**src/source/ll_pkg.sv**
```systemverilog
/*
  Shared definitions for the logic-link packet master
  AXI read field widths and payload word widths
  PHY word bit map for both directions, R FIFO depth
  Link sequencer state type
*/
package ll_pkg;

  //////////////////////////////////////////////////
  // AXI read fields
  localparam int ID_W    = 4;
  localparam int ADDR_W  = 48;
  localparam int LEN_W   = 8;
  localparam int SIZE_W  = 3;
  localparam int BURST_W = 2;
  localparam int RESP_W  = 2;
  localparam int DATA_W  = 64;

  // AR payload, high to low: id, size, len, burst, addr
  localparam int AR_W = ID_W + SIZE_W + LEN_W + BURST_W + ADDR_W;
  // R payload, high to low: id, data, last, resp
  localparam int R_W  = ID_W + DATA_W + 1 + RESP_W;

  //////////////////////////////////////////////////
  // Link parameters
  localparam int PHY_W        = 80;
  localparam int CRED_W       = 8;
  localparam int DELAY_W      = 16;

  // Also the R credit the far end starts with
  localparam int R_FIFO_DEPTH = 8;
  localparam int R_PTR_W      = $clog2(R_FIFO_DEPTH);

  //////////////////////////////////////////////////
  // Outgoing PHY word
  localparam int TX_AR_PUSH_BIT = 0;
  localparam int TX_R_CRED_BIT  = 1;
  localparam int TX_AR_LSB      = 2;

  // Incoming PHY word
  localparam int RX_R_PUSH_BIT  = 0;
  localparam int RX_AR_CRED_BIT = 1;
  localparam int RX_R_LSB       = 2;

  // Link sequencer states
  typedef enum logic [1:0] {
    LINK_OFFLINE,
    LINK_WAIT,
    LINK_ONLINE
  } link_state_e;

endpackage
```
**src/source/packet_master_top.sv**
```systemverilog
/*
  Packet master top level
  Link sequencer, AR transmit channel, R receive channel
  and the PHY word packer
*/
`timescale 1ns/1ps

module packet_master_top (
  input  logic                       clk_wr,
  input  logic                       rst_n,

  // Link control
  input  logic                       tx_online,
  input  logic                       rx_online,
  input  logic [ll_pkg::DELAY_W-1:0] delay_value,
  input  logic [ll_pkg::CRED_W-1:0]  init_ar_credit,

  // AR channel
  input  logic [ll_pkg::ID_W-1:0]    arid,
  input  logic [ll_pkg::SIZE_W-1:0]  arsize,
  input  logic [ll_pkg::LEN_W-1:0]   arlen,
  input  logic [ll_pkg::BURST_W-1:0] arburst,
  input  logic [ll_pkg::ADDR_W-1:0]  araddr,
  input  logic                       arvalid,
  output logic                       arready,

  // R channel
  output logic [ll_pkg::ID_W-1:0]    rid,
  output logic [ll_pkg::DATA_W-1:0]  rdata,
  output logic                       rlast,
  output logic [ll_pkg::RESP_W-1:0]  rresp,
  output logic                       rvalid,
  input  logic                       rready,

  // PHY words
  output logic [ll_pkg::PHY_W-1:0]   tx_phy,
  input  logic [ll_pkg::PHY_W-1:0]   rx_phy
);
  import ll_pkg::*;

  //////////////////////////////////////////////////
  // Internal wires
  logic            link_up;
  logic            ar_push;
  logic [AR_W-1:0] ar_word;
  logic            ar_cred_in;
  logic            r_push;
  logic [R_W-1:0]  r_word;
  logic            r_cred_out;

  link_online_seq u_seq (
    .clk_wr      (clk_wr),
    .rst_n       (rst_n),
    .tx_online   (tx_online),
    .rx_online   (rx_online),
    .delay_value (delay_value),
    .link_up     (link_up)
  );

  ll_credit_tx u_ar_tx (
    .clk_wr      (clk_wr),
    .rst_n       (rst_n),
    .link_up     (link_up),
    .init_credit (init_ar_credit),
    .arid        (arid),
    .arsize      (arsize),
    .arlen       (arlen),
    .arburst     (arburst),
    .araddr      (araddr),
    .arvalid     (arvalid),
    .arready     (arready),
    .ar_cred_in  (ar_cred_in),
    .ar_push     (ar_push),
    .ar_word     (ar_word)
  );

  ll_rx_fifo u_r_rx (
    .clk_wr     (clk_wr),
    .rst_n      (rst_n),
    .link_up    (link_up),
    .r_push     (r_push),
    .r_word     (r_word),
    .rid        (rid),
    .rdata      (rdata),
    .rlast      (rlast),
    .rresp      (rresp),
    .rvalid     (rvalid),
    .rready     (rready),
    .r_cred_out (r_cred_out)
  );

  phy_word_pack u_pack (
    .clk_wr     (clk_wr),
    .rst_n      (rst_n),
    .ar_push    (ar_push),
    .ar_word    (ar_word),
    .r_cred_out (r_cred_out),
    .tx_phy     (tx_phy),
    .rx_phy     (rx_phy),
    .r_push     (r_push),
    .r_word     (r_word),
    .ar_cred_in (ar_cred_in)
  );

endmodule

```
**src/source/phy_word_pack.sv**
```systemverilog
/*
  PHY word packer
  Builds tx_phy from the AR word, AR pushbit and R credit
  Registers rx_phy and splits out the R word, R pushbit and AR credit
*/
`timescale 1ns/1ps

module phy_word_pack (
  input  logic                     clk_wr,
  input  logic                     rst_n,

  // Outgoing fields
  input  logic                     ar_push,
  input  logic [ll_pkg::AR_W-1:0]  ar_word,
  input  logic                     r_cred_out,
  output logic [ll_pkg::PHY_W-1:0] tx_phy,

  // Incoming fields
  input  logic [ll_pkg::PHY_W-1:0] rx_phy,
  output logic                     r_push,
  output logic [ll_pkg::R_W-1:0]   r_word,
  output logic                     ar_cred_in
);
  import ll_pkg::*;

  logic r_cred_q;

  //////////////////////////////////////////////////
  // TX word

  always_ff @(posedge clk_wr or negedge rst_n) begin
    if (!rst_n) begin
      r_cred_q <= 1'b0;
    end else begin
      r_cred_q <= r_cred_out;
    end
  end

  // AR fields come in registered, so only the credit needs a flop here
  always_comb begin
    tx_phy                 = '0;
    tx_phy[TX_AR_PUSH_BIT] = ar_push;
    tx_phy[TX_R_CRED_BIT]  = r_cred_q;
    // Payload bits stay zero on idle cycles
    if (ar_push) begin
      tx_phy[TX_AR_LSB +: AR_W] = ar_word;
    end
  end

  //////////////////////////////////////////////////
  // RX word

  always_ff @(posedge clk_wr or negedge rst_n) begin
    if (!rst_n) begin
      r_push     <= 1'b0;
      ar_cred_in <= 1'b0;
    end else begin
      r_push     <= rx_phy[RX_R_PUSH_BIT];
      ar_cred_in <= rx_phy[RX_AR_CRED_BIT];
    end
  end

  always_ff @(posedge clk_wr) begin
    r_word <= rx_phy[RX_R_LSB +: R_W];
  end

endmodule

```
**src/source/ll_rx_fifo.sv**
```systemverilog
/*
  R receive channel
  Circular buffer of R beats from the far end
  Head entry presented on the user R ports with valid/ready
  One credit pulse back to the far end per beat popped
*/
`timescale 1ns/1ps

module ll_rx_fifo (
  input  logic                      clk_wr,
  input  logic                      rst_n,
  input  logic                      link_up,

  // Link side
  input  logic                      r_push,
  input  logic [ll_pkg::R_W-1:0]    r_word,

  // User R channel
  output logic [ll_pkg::ID_W-1:0]   rid,
  output logic [ll_pkg::DATA_W-1:0] rdata,
  output logic                      rlast,
  output logic [ll_pkg::RESP_W-1:0] rresp,
  output logic                      rvalid,
  input  logic                      rready,

  output logic                      r_cred_out
);
  import ll_pkg::*;

  logic [R_W-1:0]   fifo_mem [R_FIFO_DEPTH];
  // One extra pointer bit tells full from empty
  logic [R_PTR_W:0] wr_ptr;
  logic [R_PTR_W:0] rd_ptr;
  logic [R_PTR_W:0] fill;
  logic             fifo_empty;
  logic             fifo_full;
  logic             fifo_wr;
  logic             fifo_rd;

  //////////////////////////////////////////////////
  // Status and handshake

  assign fill       = wr_ptr - rd_ptr;
  assign fifo_empty = (wr_ptr == rd_ptr);
  assign fifo_full  = (fill == (R_PTR_W + 1)'(R_FIFO_DEPTH));

  assign fifo_wr = r_push & link_up & ~fifo_full;
  assign rvalid  = link_up & ~fifo_empty;
  assign fifo_rd = rvalid & rready;

  // Every pop frees one slot at the far end
  assign r_cred_out = fifo_rd;

  //////////////////////////////////////////////////
  // Pointers and storage

  always_ff @(posedge clk_wr or negedge rst_n) begin
    if (!rst_n) begin
      wr_ptr <= '0;
      rd_ptr <= '0;
    end else if (!link_up) begin
      // Flush while the link is down
      wr_ptr <= '0;
      rd_ptr <= '0;
    end else begin
      if (fifo_wr) begin
        wr_ptr <= wr_ptr + 1'b1;
      end
      if (fifo_rd) begin
        rd_ptr <= rd_ptr + 1'b1;
      end
    end
  end

  always_ff @(posedge clk_wr) begin
    if (fifo_wr) begin
      fifo_mem[wr_ptr[R_PTR_W-1:0]] <= r_word;
    end
  end

  // Head entry unpack
  assign {rid, rdata, rlast, rresp} = fifo_mem[rd_ptr[R_PTR_W-1:0]];

endmodule

```
**src/source/ll_credit_tx.sv**
```systemverilog
/*
  AR transmit channel
  Valid/ready acceptance gated by the far-end credit count
  Registered AR payload word and pushbit toward the PHY packer
*/
`timescale 1ns/1ps

module ll_credit_tx (
  input  logic                       clk_wr,
  input  logic                       rst_n,
  input  logic                       link_up,
  input  logic [ll_pkg::CRED_W-1:0]  init_credit,

  // User AR channel
  input  logic [ll_pkg::ID_W-1:0]    arid,
  input  logic [ll_pkg::SIZE_W-1:0]  arsize,
  input  logic [ll_pkg::LEN_W-1:0]   arlen,
  input  logic [ll_pkg::BURST_W-1:0] arburst,
  input  logic [ll_pkg::ADDR_W-1:0]  araddr,
  input  logic                       arvalid,
  output logic                       arready,

  // Link side
  input  logic                       ar_cred_in,
  output logic                       ar_push,
  output logic [ll_pkg::AR_W-1:0]    ar_word
);
  import ll_pkg::*;

  logic              link_up_q;
  logic              link_rise;
  logic [CRED_W-1:0] credit_cnt;
  logic [CRED_W-1:0] credit_avail;
  logic              ar_accept;

  //////////////////////////////////////////////////
  // Credit tracking

  // Initial credit is usable in the very cycle the link comes up
  assign link_rise    = link_up & ~link_up_q;
  assign credit_avail = link_rise ? init_credit : credit_cnt;

  assign arready   = link_up & (credit_avail != '0);
  assign ar_accept = arvalid & arready;

  always_ff @(posedge clk_wr or negedge rst_n) begin
    if (!rst_n) begin
      link_up_q  <= 1'b0;
      credit_cnt <= '0;
    end else begin
      link_up_q <= link_up;
      if (!link_up) begin
        credit_cnt <= '0;
      end else begin
        // Send and return may land in the same cycle
        credit_cnt <= credit_avail - CRED_W'(ar_accept) + CRED_W'(ar_cred_in);
      end
    end
  end

  //////////////////////////////////////////////////
  // Outgoing AR word

  always_ff @(posedge clk_wr or negedge rst_n) begin
    if (!rst_n) begin
      ar_push <= 1'b0;
    end else begin
      ar_push <= ar_accept;
    end
  end

  always_ff @(posedge clk_wr) begin
    if (ar_accept) begin
      ar_word <= {arid, arsize, arlen, arburst, araddr};
    end
  end

endmodule

```
**src/source/link_online_seq.sv**
```systemverilog
/*
  Link-online sequencer
  Raises link_up once both sides are online and the delay has run out
*/
`timescale 1ns/1ps

module link_online_seq (
  input  logic                       clk_wr,
  input  logic                       rst_n,
  input  logic                       tx_online,
  input  logic                       rx_online,
  input  logic [ll_pkg::DELAY_W-1:0] delay_value,
  output logic                       link_up
);
  import ll_pkg::*;

  link_state_e        state;
  logic [DELAY_W-1:0] delay_cnt;
  logic               both_online;

  assign both_online = tx_online & rx_online;

  always_ff @(posedge clk_wr or negedge rst_n) begin
    if (!rst_n) begin
      state     <= LINK_OFFLINE;
      delay_cnt <= '0;
    end else if (!both_online) begin
      // Either side dropping takes the link down at once
      state     <= LINK_OFFLINE;
      delay_cnt <= '0;
    end else begin
      case (state)
        LINK_OFFLINE: begin
          state     <= LINK_WAIT;
          delay_cnt <= delay_value;
        end
        LINK_WAIT: begin
          if (delay_cnt == '0) begin
            state <= LINK_ONLINE;
          end else begin
            delay_cnt <= delay_cnt - DELAY_W'(1);
          end
        end
        default: state <= LINK_ONLINE;
      endcase
    end
  end

  assign link_up = (state == LINK_ONLINE);

endmodule

```
**config.mk**
```make
export PLATFORM = sky130hd
export DESIGN_NAME = packet_master_top
export DESIGN_NICKNAME = d
export VERILOG_FILES = /design/src/source/ll_pkg.sv /design/src/source/packet_master_top.sv /design/src/source/phy_word_pack.sv /design/src/source/ll_rx_fifo.sv /design/src/source/ll_credit_tx.sv /design/src/source/link_online_seq.sv
export SDC_FILE = /design/constraint.sdc
export NUM_CORES = 1
export LEC_CHECK = 0
export BUFFER_PORTS_ARGS = -buffer_cell sky130_fd_sc_hd__buf_2
export CAP_MARGIN = 5
export CORE_MARGIN = 2
export CORE_UTILIZATION = 40
export DETAILED_ROUTE_END_ITERATION = 10
export GPL_TIMING_DRIVEN = 0
export SYNTH_ARGS = -nofsm -noshare
export SYNTH_HDL_FRONTEND = slang
export SYNTH_SLANG_ARGS = --single-unit
```
**constraint.sdc**
```tcl
create_clock -name clk_wr -period 14.94 [get_ports clk_wr]
set_input_delay 1.494 -clock clk_wr [delete_from_list [all_inputs] [get_ports clk_wr]]
set_output_delay 1.494 -clock clk_wr [all_outputs]
set_load 0.02 [all_outputs]
```
== Yosys cells after proc, flatten, opt, wreduce, memory -nomap -nowiden ==
Memory sizes are Yosys's and may differ from the RTL's.
Index checks and enable logic that the tools add are counted.

* Bits in registers: 175
* RAM bits: 568
* Output and inout port bits: 153
* Memories kept: 1

* Add/subtract/negate cells: 6
* Equality and inequality tests: 9
* Mux-type cells: 15
* Bitwise gates (word level): 11
* Reductions and logical operators: 4

{| class="wikitable"
|+ Memory list
! name !! words !! bits a word !! rd ports !! clocked after memory_dff !! write ports !! line !! text
|-
| u_r_rx.fifo_mem || 8 || 71 || 1 || 0 || 1 || ll_rx_fifo.sv:30 || <nowiki>logic [R_W-1:0] fifo_mem [R_FIFO_DEPTH];</nowiki>
|}

{| class="wikitable"
|+ Operators with widths
! cell !! number
|-
| 65-bit two-way mux || 1
|-
| 16-bit two-way mux || 2
|-
| 16-bit case mux with 2 select lines || 1
|-
| 16-bit zero test || 1
|-
| 4-bit two-way mux || 4
|-
| 8-bit two-way mux || 2
|-
| 16-bit by 1-bit subtractor with 16-bit output (second input constant) || 1
|-
| 3-bit != test (second input constant) || 3
|-
| 4-bit by 1-bit adder with 4-bit output (second input constant) || 2
|-
| 8-bit by 1-bit adder with 8-bit output || 1
|-
| 1-bit AND || 8
|-
| 8-bit nonzero test || 1
|-
| 8-bit by 1-bit subtractor with 8-bit output || 1
|-
| 4-bit == test || 1
|-
| 4-bit == test (second input constant) || 1
|-
| 2-bit two-way mux || 2
|-
| 2-bit by 1-bit != test with 1-bit output (second input constant) || 2
|-
| 2-bit case mux with 2 select lines || 1
|-
| 4-bit subtractor || 1
|-
| 1-bit inverter || 3
|-
| 2-bit by 1-bit == test with 1-bit output (second input constant) || 1
|-
| 2-bit == test (second input constant) || 1
|-
| 2-bit zero test || 1
|-
| 1-bit two-way mux || 2
|-
| 2-bit AND reduction || 1
|}

== Longest topological paths before layout ==
Gate-level depths: netlist of the first run.

* Depth in word-level cells: 9
* Mapped depth: 18
* Depth with buffers taken out: 16

== Cells and area by module ==
A second synthesis of the first run with hierarchy kept.

* Cell total of the unflattened synthesis: 1487
* Area total of the unflattened synthesis: 27906.8 µm²

{| class="wikitable"
|+ Modules (own cells, without submodules)
! module !! instances !! cells an instance !! area an instance (µm²) !! seq. area each (µm²)
|-
| ll_rx_fifo || 1 || 1037 || 21898.5 || 17256.6
|-
| ll_credit_tx || 1 || 144 || 2737.6 || 2202.1
|-
| phy_word_pack || 1 || 162 || 2092.0 || 1496.4
|-
| link_online_seq || 1 || 144 || 1178.6 || 450.4
|}

== Worst setup path after synthesis of the first run ==
Ideal clock, no wire load.

* Kind: register to register
* From: reg u_r_rx.rd_ptr[1]
* To: mem u_r_rx.fifo_mem[3][0] (netlist name), enable pin
* Data arrival time: 8.730 ns
* Required time: 14.265 ns
* Setup slack: 5.536 ns
* Cell stages (with the launch flop): 11
* Path buffers: 3
* Clock period less this slack: 9.404 ns
* Cells stage by stage: dfrtp_1 > buf_2 > buf_2 > buf_2 > inv_1 > ha_1 > nor2b_1 > o21ai_2 > a2111o_1 > nand3_4 > nor4_1

* Longest elaborated chain between the ends: 6

{| class="wikitable"
|+ Ends and longest elaborated chain
! what !! line !! text
|-
| start, declared || ll_rx_fifo.sv:33 || <nowiki>logic [R_PTR_W:0] rd_ptr;</nowiki>
|-
| start signal, assigned || ll_rx_fifo.sv:70 || <nowiki>rd_ptr <= rd_ptr + 1'b1;</nowiki>
|-
| 4-bit subtractor || ll_rx_fifo.sv:43 || <nowiki>assign fill = wr_ptr - rd_ptr;</nowiki>
|-
| 4-bit == test || ll_rx_fifo.sv:45 || <nowiki>assign fifo_full = (fill == (R_PTR_W + 1)'(R_FIFO_DEPTH));</nowiki>
|-
| 1-bit inverter || ll_rx_fifo.sv:47 || <nowiki>assign fifo_wr = r_push & link_up & ~fifo_full;</nowiki>
|-
| 1-bit AND || ll_rx_fifo.sv:47 ||
|-
| 1-bit two-way mux || ll_rx_fifo.sv:76 || <nowiki>if (fifo_wr) begin</nowiki>
|-
| 1-bit two-way mux (implied by the code) || ll_rx_fifo.sv:77 || <nowiki>fifo_mem[wr_ptr[R_PTR_W-1:0]] <= r_word;</nowiki>
|-
| end, declared || ll_rx_fifo.sv:30 ||
|}

Every way passes these cells.

== Worst setup path after layout of the first run ==
* From: reg u_r_rx.rd_ptr[2]
* To: mem u_r_rx.fifo_mem[3][38] (netlist name), enable pin

Same word-level chain as after synthesis.

==> impl_metrics.tcl, run 1 <==
set metrics [dict create \
    finalCritPeriodShare 0.342 \
    core-area_um2 68900 \
    syn2layout_area_growth_pct 22.2 \
    p_leak_nw 12.4 \
    muxShareOfSynthArea 0.118 \
    place_area_um2 31600 \
    worstHoldStart "u_seq.delay_cnt[15]$_DFFE_PN0P_" \
    critPathMaxFanout 10 \
    hold_class "reg2reg" \
    dp_worst_setup_slack_ns 9.77 \
    clkSlewWorstSetupHoldPaths_ns 0.06 \
    wl_per_cell_um 21.5 \
    first_global_vias 15400 \
    row_count 96 \
    rr_startpoint "u_r_rx.rd_ptr[2]$_DFFE_PN0P_" \
    worst_pin_slew_ns 1.01 \
    ir_worst_vdd_mv 0.110 \
    dpl.cell_count 2843 \
    rsz0062_at_grt "false" \
    ctsResizeCount 0 \
    chipHeight_um 268 \
    endpoint_kind "register" \
    grt_pass1_wl_mm 94.6 \
    crit_top_cell "buf_4" \
    synthFlopType "edfxtp_1" \
    cap_violations 0 \
    initialDrtViolationCount 1055 \
    crit_type "reg2reg" \
    power.density_nw_per_um2 126 \
    ioPinCount 328 \
    fin_crit_ns 5.11 \
    globalRouteTotalUtil 0.178 \
    ys_seq_area_frac 0.765 \
    worst-r2r-cell-count 12 \
    place_hpwl_mm 44.8 \
    vias_per_cell 5.01 \
    worst_hold_slack_ns 0.528 \
    syn-cell-area_um2 28000 \
    layout_common_cells "633 x edfxtp_1, 327 x buf_2, 249 x nand2_1" \
    status "finished, final reports clean" \
    finClkSkew_ns 0.0224 \
    crit_required_ns 15.27 \
    synth_cell_types 68 \
    clock_tree.root_cell "clkbuf_16" \
    clock_path_buffers 3 \
    fin_ws_ns 9.83 \
    cts_tree "built" \
    antenna_found_initial 9 \
    final_cells 2993 \
    fin_area_um2 34200 \
    ys_ff_latch 743 \
    yosys.area_share.simple 0.0667 \
    cts_max_level 3 \
    netlist_instances 1502 \
    port_buffers 307 \
    drv_slew 0 \
    crit_path_start "u_r_rx.rd_ptr[2]$_DFFE_PN0P_" \
    finalSetupViolCount 0 \
    first_pass_iters 5 \
    gr-total-overflow 0 \
    synth_edf_count 633 \
    die_w_um 268 \
    cp_cell_sequence "clkbuf_1 -> inv_2 -> clkbuf_1 -> ha_1 -> xnor2_2 -> a2111o_1 -> nand3_4 -> nor4_2 -> buf_4 -> buf_4 -> buf_4 -> buf_4" \
    drc_errors 0 \
    synth-compound-area-share 0.0207 \
    final_common_cell "edfxtp_1" \
    finalHoldViolCount 0 \
    grt_max_degree 68 \
    synth_xor_area_frac 0.00273 \
    cts_sinks 743 \
    crit_path_max_incr_delay_ns 0.87 \
    arrival_ns 5.44 \
    cp-endpoint "u_r_rx.fifo_mem[3][38]$_DFFE_PP_" \
    async_flop_share 0.0525 \
    r2r_slack_ns 9.83 \
    die_area_um2 72100 \
    initial_core_util 0.406 \
    finalNetCount 2186 \
    post-cts-setup-buffers 0 \
    avgSynthCellArea_um2 18.6 \
    timing.slew.headroom 0.320 \
    routed_wl_mm 64.4 \
    final_layout_size_suffix_gt1_frac 0.355 \
    postCtsHoldBufs 0 \
    start_kind "register" \
    regToRegEndpoint "u_r_rx.fifo_mem[3][38]$_DFFE_PP_" \
    synth_top_family_by_area "multiplexers" \
    worstSkewPairLatency_ns 0.62 \
    synthAdderAreaFrac 0.00832 \
    ant_nets 0 \
    gp_congestion 0.788 \
    cts_buffers 79 \
    slowest_stage "nor4_2" \
    fmax_mhz 196 \
    vias 15000 \
    yosysWarnings 0 \
]
-- layer usage --
layer	part of all wire	up-vias	track usage
met1	0.43	7637	0.239
li1	-	6765	-
met4	0.018	6	0.0431
met2	0.48	500	0.292
met5	0.00059	-	0
met3	0.072	85	0.0465
-- metrics by stage --
| stage | power (mW) | util | setup TNS [ns] |
|---|---|---|---|
| floorplan | 2.36 | - | 0 |
| detailed placement | 2.41 | 0.458 | 0 |
| global route | 4.45 | 0.496 | 0 |
| global placement | 2.40 | 0.446 | -1412.29 |
| CTS | 4.37 | 0.496 | 0 |
| finish | 4.32 | 0.496 | 0 |
-- critical path: cells and delay by family, from the launching register on --
kind | cells | cell delay (ns)
XOR/XNOR | 1 | 0.33
buffers and inverters | 7 | 2.36
adder cells (fa/ha/maj) | 1 | 0.49
AO/OA/AOI/OAI | 1 | 0.23
flip-flops | 1 | 0.32
AND/OR/NAND/NOR | 2 | 1.05
-- how the worst min path moves through the flow --
stage	slack [ns]	endpoint	cells past startpoint
2_1_floorplan	0.49	u_seq.delay_cnt[15]$_DFFE_PN0P_	1
3_3_place_gp	0.51	u_seq.delay_cnt[15]$_DFFE_PN0P_	1
3_5_place_dp	0.52	u_seq.delay_cnt[15]$_DFFE_PN0P_	1
4_1_cts	0.53	u_seq.delay_cnt[15]$_DFFE_PN0P_	1
5_1_grt	0.55	u_r_rx.fifo_mem[5][19]$_DFFE_PP_	0
6_report	0.53	u_seq.delay_cnt[15]$_DFFE_PN0P_	1
-- synth_stat cells, types with 3 or more instances --
library cell	number	area [um2]
nand3_1	4	20.0
o21ai_1	4	20.0
o21bai_1	3	22.5
nor2_1	18	67.6
xnor2_1	4	35.0
inv_1	20	75.1
or4_1	5	37.5
nor3_1	10	50.1
mux4_2	142	3200
nor4_1	7	43.8
ha_1	17	213
nand2_1	249	935
o32ai_1	3	26.3
o21ai_0	11	55.1
buf_1	5	18.8
nand4_1	5	31.3
buf_2	20	100
o31ai_1	6	45.0
o21a_1	3	22.5
a21oi_1	30	150
buf_4	21	158
clkbuf_1	35	131
dfrtp_1	39	976
mux2i_1	9	90.1
and2_1	70	438
edfxtp_1	633	19000
nand2b_1	6	37.5
a31oi_1	3	18.8
dfxtp_1	71	1420
-- logic make-up after synthesis --
group | count (synthesis)
adder cells (fa/ha/maj) | 18
AO/OA/AOI/OAI | 83
XOR/XNOR | 7
multiplexers | 152
other | 1
flip-flops | 743
AND/OR/NAND/NOR | 393
buffers and inverters | 105
-- registers in the layout, summed over array words and instances, names as in the netlist --
signal and count:
u_r_rx.rd_ptr 4, u_seq.delay_cnt 16, u_ar_tx.ar_push 1, u_ar_tx.link_up_q 1
u_pack.r_cred_q 1, u_ar_tx.credit_cnt 8, u_seq.state 2, u_pack.r_word 71
u_r_rx.fifo_mem 568, u_ar_tx.ar_word 65, u_pack.ar_cred_in 1, u_r_rx.wr_ptr 4
u_pack.r_push 1
-- cell type report --
class | count | area, um2
flip-flops and latches | 743 | 21400
clock buffers | 111 | 2210
repair buffers | 398 | 2320
inverters | 22 | 82.6
plain buffers | 83 | 430
clock inverters | 36 | 415
fillers | 5862 | 34700
diodes | 3 | 7.51
multi-input cells | 666 | 6160
well taps | 931 | 1160
-- power by group --
part	internal, mW	total [mW]	leakage, nW	switching [mW]
Combinational	0.0348	0.0753	4.33	0.0404
Sequential	2.26	2.29	6.82	0.0238
Clock	1.16	1.96	1.28	0.794
Total	3.46	4.32	12.4	0.858
Power figures use the tool's default switching activity.
==> run 2, diff against run 1 <==
Clock period 14.94 ns to 4.9 ns, I/O delays scaled along.
==> impl_metrics.tcl, run 2 (synthesized netlist as in run 1, its figures left out) <==
set metrics [dict create \
    die_area_um2 72100 \
    gr-total-overflow 0 \
    p_total_mw 13.4 \
    clock_tree.root_cell "clkbuf_16" \
    hold_class "in2reg" \
    layout_common_cells "633 x edfxtp_1, 327 x buf_2, 249 x nand2_1" \
    worstSkewPairLatency_ns 0.63 \
    die_w_um 268 \
    cts_sinks 743 \
    cts_max_level 3 \
    clkSlewWorstSetupHoldPaths_ns 0.06 \
    place_hpwl_mm 43.7 \
    globalRouteTotalUtil 0.179 \
    finalNetCount 2215 \
    syn2layout_area_growth_pct 24.9 \
    grt_pass1_wl_mm 95.4 \
    final_layout_size_suffix_gt1_frac 0.338 \
    antenna_found_initial 6 \
    clock_path_buffers 3 \
    fin_area_um2 34900 \
    dpl.cell_count 2807 \
    drv_slew 0 \
    drc_errors 0 \
    fin_util 0.507 \
    crit_path_max_incr_delay_ns 0.80 \
    chipHeight_um 268 \
    worst_pin_slew_ns 0.976 \
    row_count 96 \
    place_area_um2 31600 \
    first_pass_iters 5 \
    cp.buffers_inverters 6 \
    port_buffers 307 \
    core-area_um2 68900 \
    vias 15100 \
    initial_core_util 0.406 \
    finalCritPeriodShare 0.949 \
    finalHoldViolCount 0 \
    start_kind "register" \
    cap_violations 0 \
    fin_crit_ns 4.65 \
    gp_congestion 0.735 \
    ir_worst_vdd_mv 0.295 \
    critPathTopFamily "buffers and inverters" \
    finalSetupViolCount 0 \
    routed_wl_mm 64.4 \
    ioPinCount 328 \
    largest_reg_flops 568 \
    cts_buffers 78 \
    status "finished, final reports clean" \
    final_common_cell "edfxtp_1" \
    p_leak_nw 12.6 \
    cp_cell_sequence "inv_2 -> clkbuf_1 -> ha_1 -> xnor2_2 -> a2111o_1 -> nand3_4 -> nor4_4 -> buf_6 -> buf_6 -> buf_6 -> buf_6" \
    vias_per_cell 4.98 \
    post-cts-setup-buffers 0 \
    endpoint_kind "register" \
    ant_nets 0 \
    grt_max_degree 68 \
    final_cells 3022 \
    power.density_nw_per_um2 382 \
    crit_top_cell "buf_6" \
    worst_hold_slack_ns 0.0194 \
    critPathMaxFanout 10 \
    finClkSkew_ns 0.0323 \
    crit_type "reg2reg" \
    slowest_stage "nor4_4" \
    crit_required_ns 5.24 \
    fmax_mhz 215 \
    initialDrtViolationCount 1088 \
    wl_per_cell_um 21.3 \
    fill_cells 5773 \
    rsz0062_at_grt "false" \
    arrival_ns 4.99 \
    cts_tree "built" \
    ctsResizeCount 0 \
    timing.slew.headroom 0.349 \
    first_global_vias 15600 \
]
[run 2: repair_timing]
| item | CTS | global route |
|---|---|---|
| hold buffers | 67 | 0 |
| endpoints found under the hold margin | 67 | 0 |
| endpoints found under the setup margin | 18 | 0 |
[run 2: area by class of cell]
cell class | instances | area [um2] | area share
flip-flops and latches | 743 | 21400 | 0.613
clock buffers | 105 | 2160 | 0.0620
well taps | 931 | 1160 | 0.0333
clock inverters | 41 | 520 | 0.0149
plain buffers | 82 | 427 | 0.0122
repair buffers | 429 | 2940 | 0.0842
inverters | 22 | 82.6 | 0.00236
multi-input cells | 666 | 6220 | 0.178
diodes | 3 | 7.51 | 0.000215
[run 2: metal layers]
layer	wire, um	global-route usage	share of wire
met5	52	0	0.00081
met4	1360	0.0541	0.021
met3	4090	0.0349	0.063
met2	32100	0.309	0.50
met1	26800	0.230	0.42
[run 2: final timing paths]
kind	start	to	slack [ns]	depth (start not counted)
hold reg to reg	u_pack.r_word[36]$_DFF_P_	u_r_rx.fifo_mem[1][36]$_DFFE_PP_	0.54	0
max in group asynchronous	rst_n	u_pack.r_push$_DFF_PN0_	4.25	1
setup reg to reg	u_r_rx.rd_ptr[2]$_DFFE_PN0P_	u_r_rx.fifo_mem[5][35]$_DFFE_PP_	0.25	11
setup / recovery	u_r_rx.rd_ptr[2]$_DFFE_PN0P_	u_r_rx.fifo_mem[5][35]$_DFFE_PP_	0.25	11
hold / removal	rx_phy[7]	u_pack.r_word[5]$_DFF_P_	0.02	1
min in group asynchronous	rst_n	u_pack.ar_cred_in$_DFF_PN0_	0.04	1
[run 2: worst register-to-register path: cells and delay by family, from the launching register on]
family | cells | cell delay (ns)
flops | 1 | 0.62
simple gates | 2 | 1.06
buf+inv | 6 | 1.72
xor+xnor | 1 | 0.34
fa+ha+maj | 1 | 0.41
compound gates | 1 | 0.23
[run 2: power breakdown]
group / internal, mW / switching [mW]
registers: 6.90 / 0.0732
logic: 0.141 / 0.139
clock network: 3.66 / 2.44
[run 2: stage by stage]
step / setup WS, ns / setup TNS, ns
final: 0.248 / 0
after floorplan: -1.55 / -718.21
after global routing: 0.00608 / 0
after global placement: -6.75 / -3449.79
after detailed placement: -0.0607 / -0.995
after CTS: 0.133 / 0
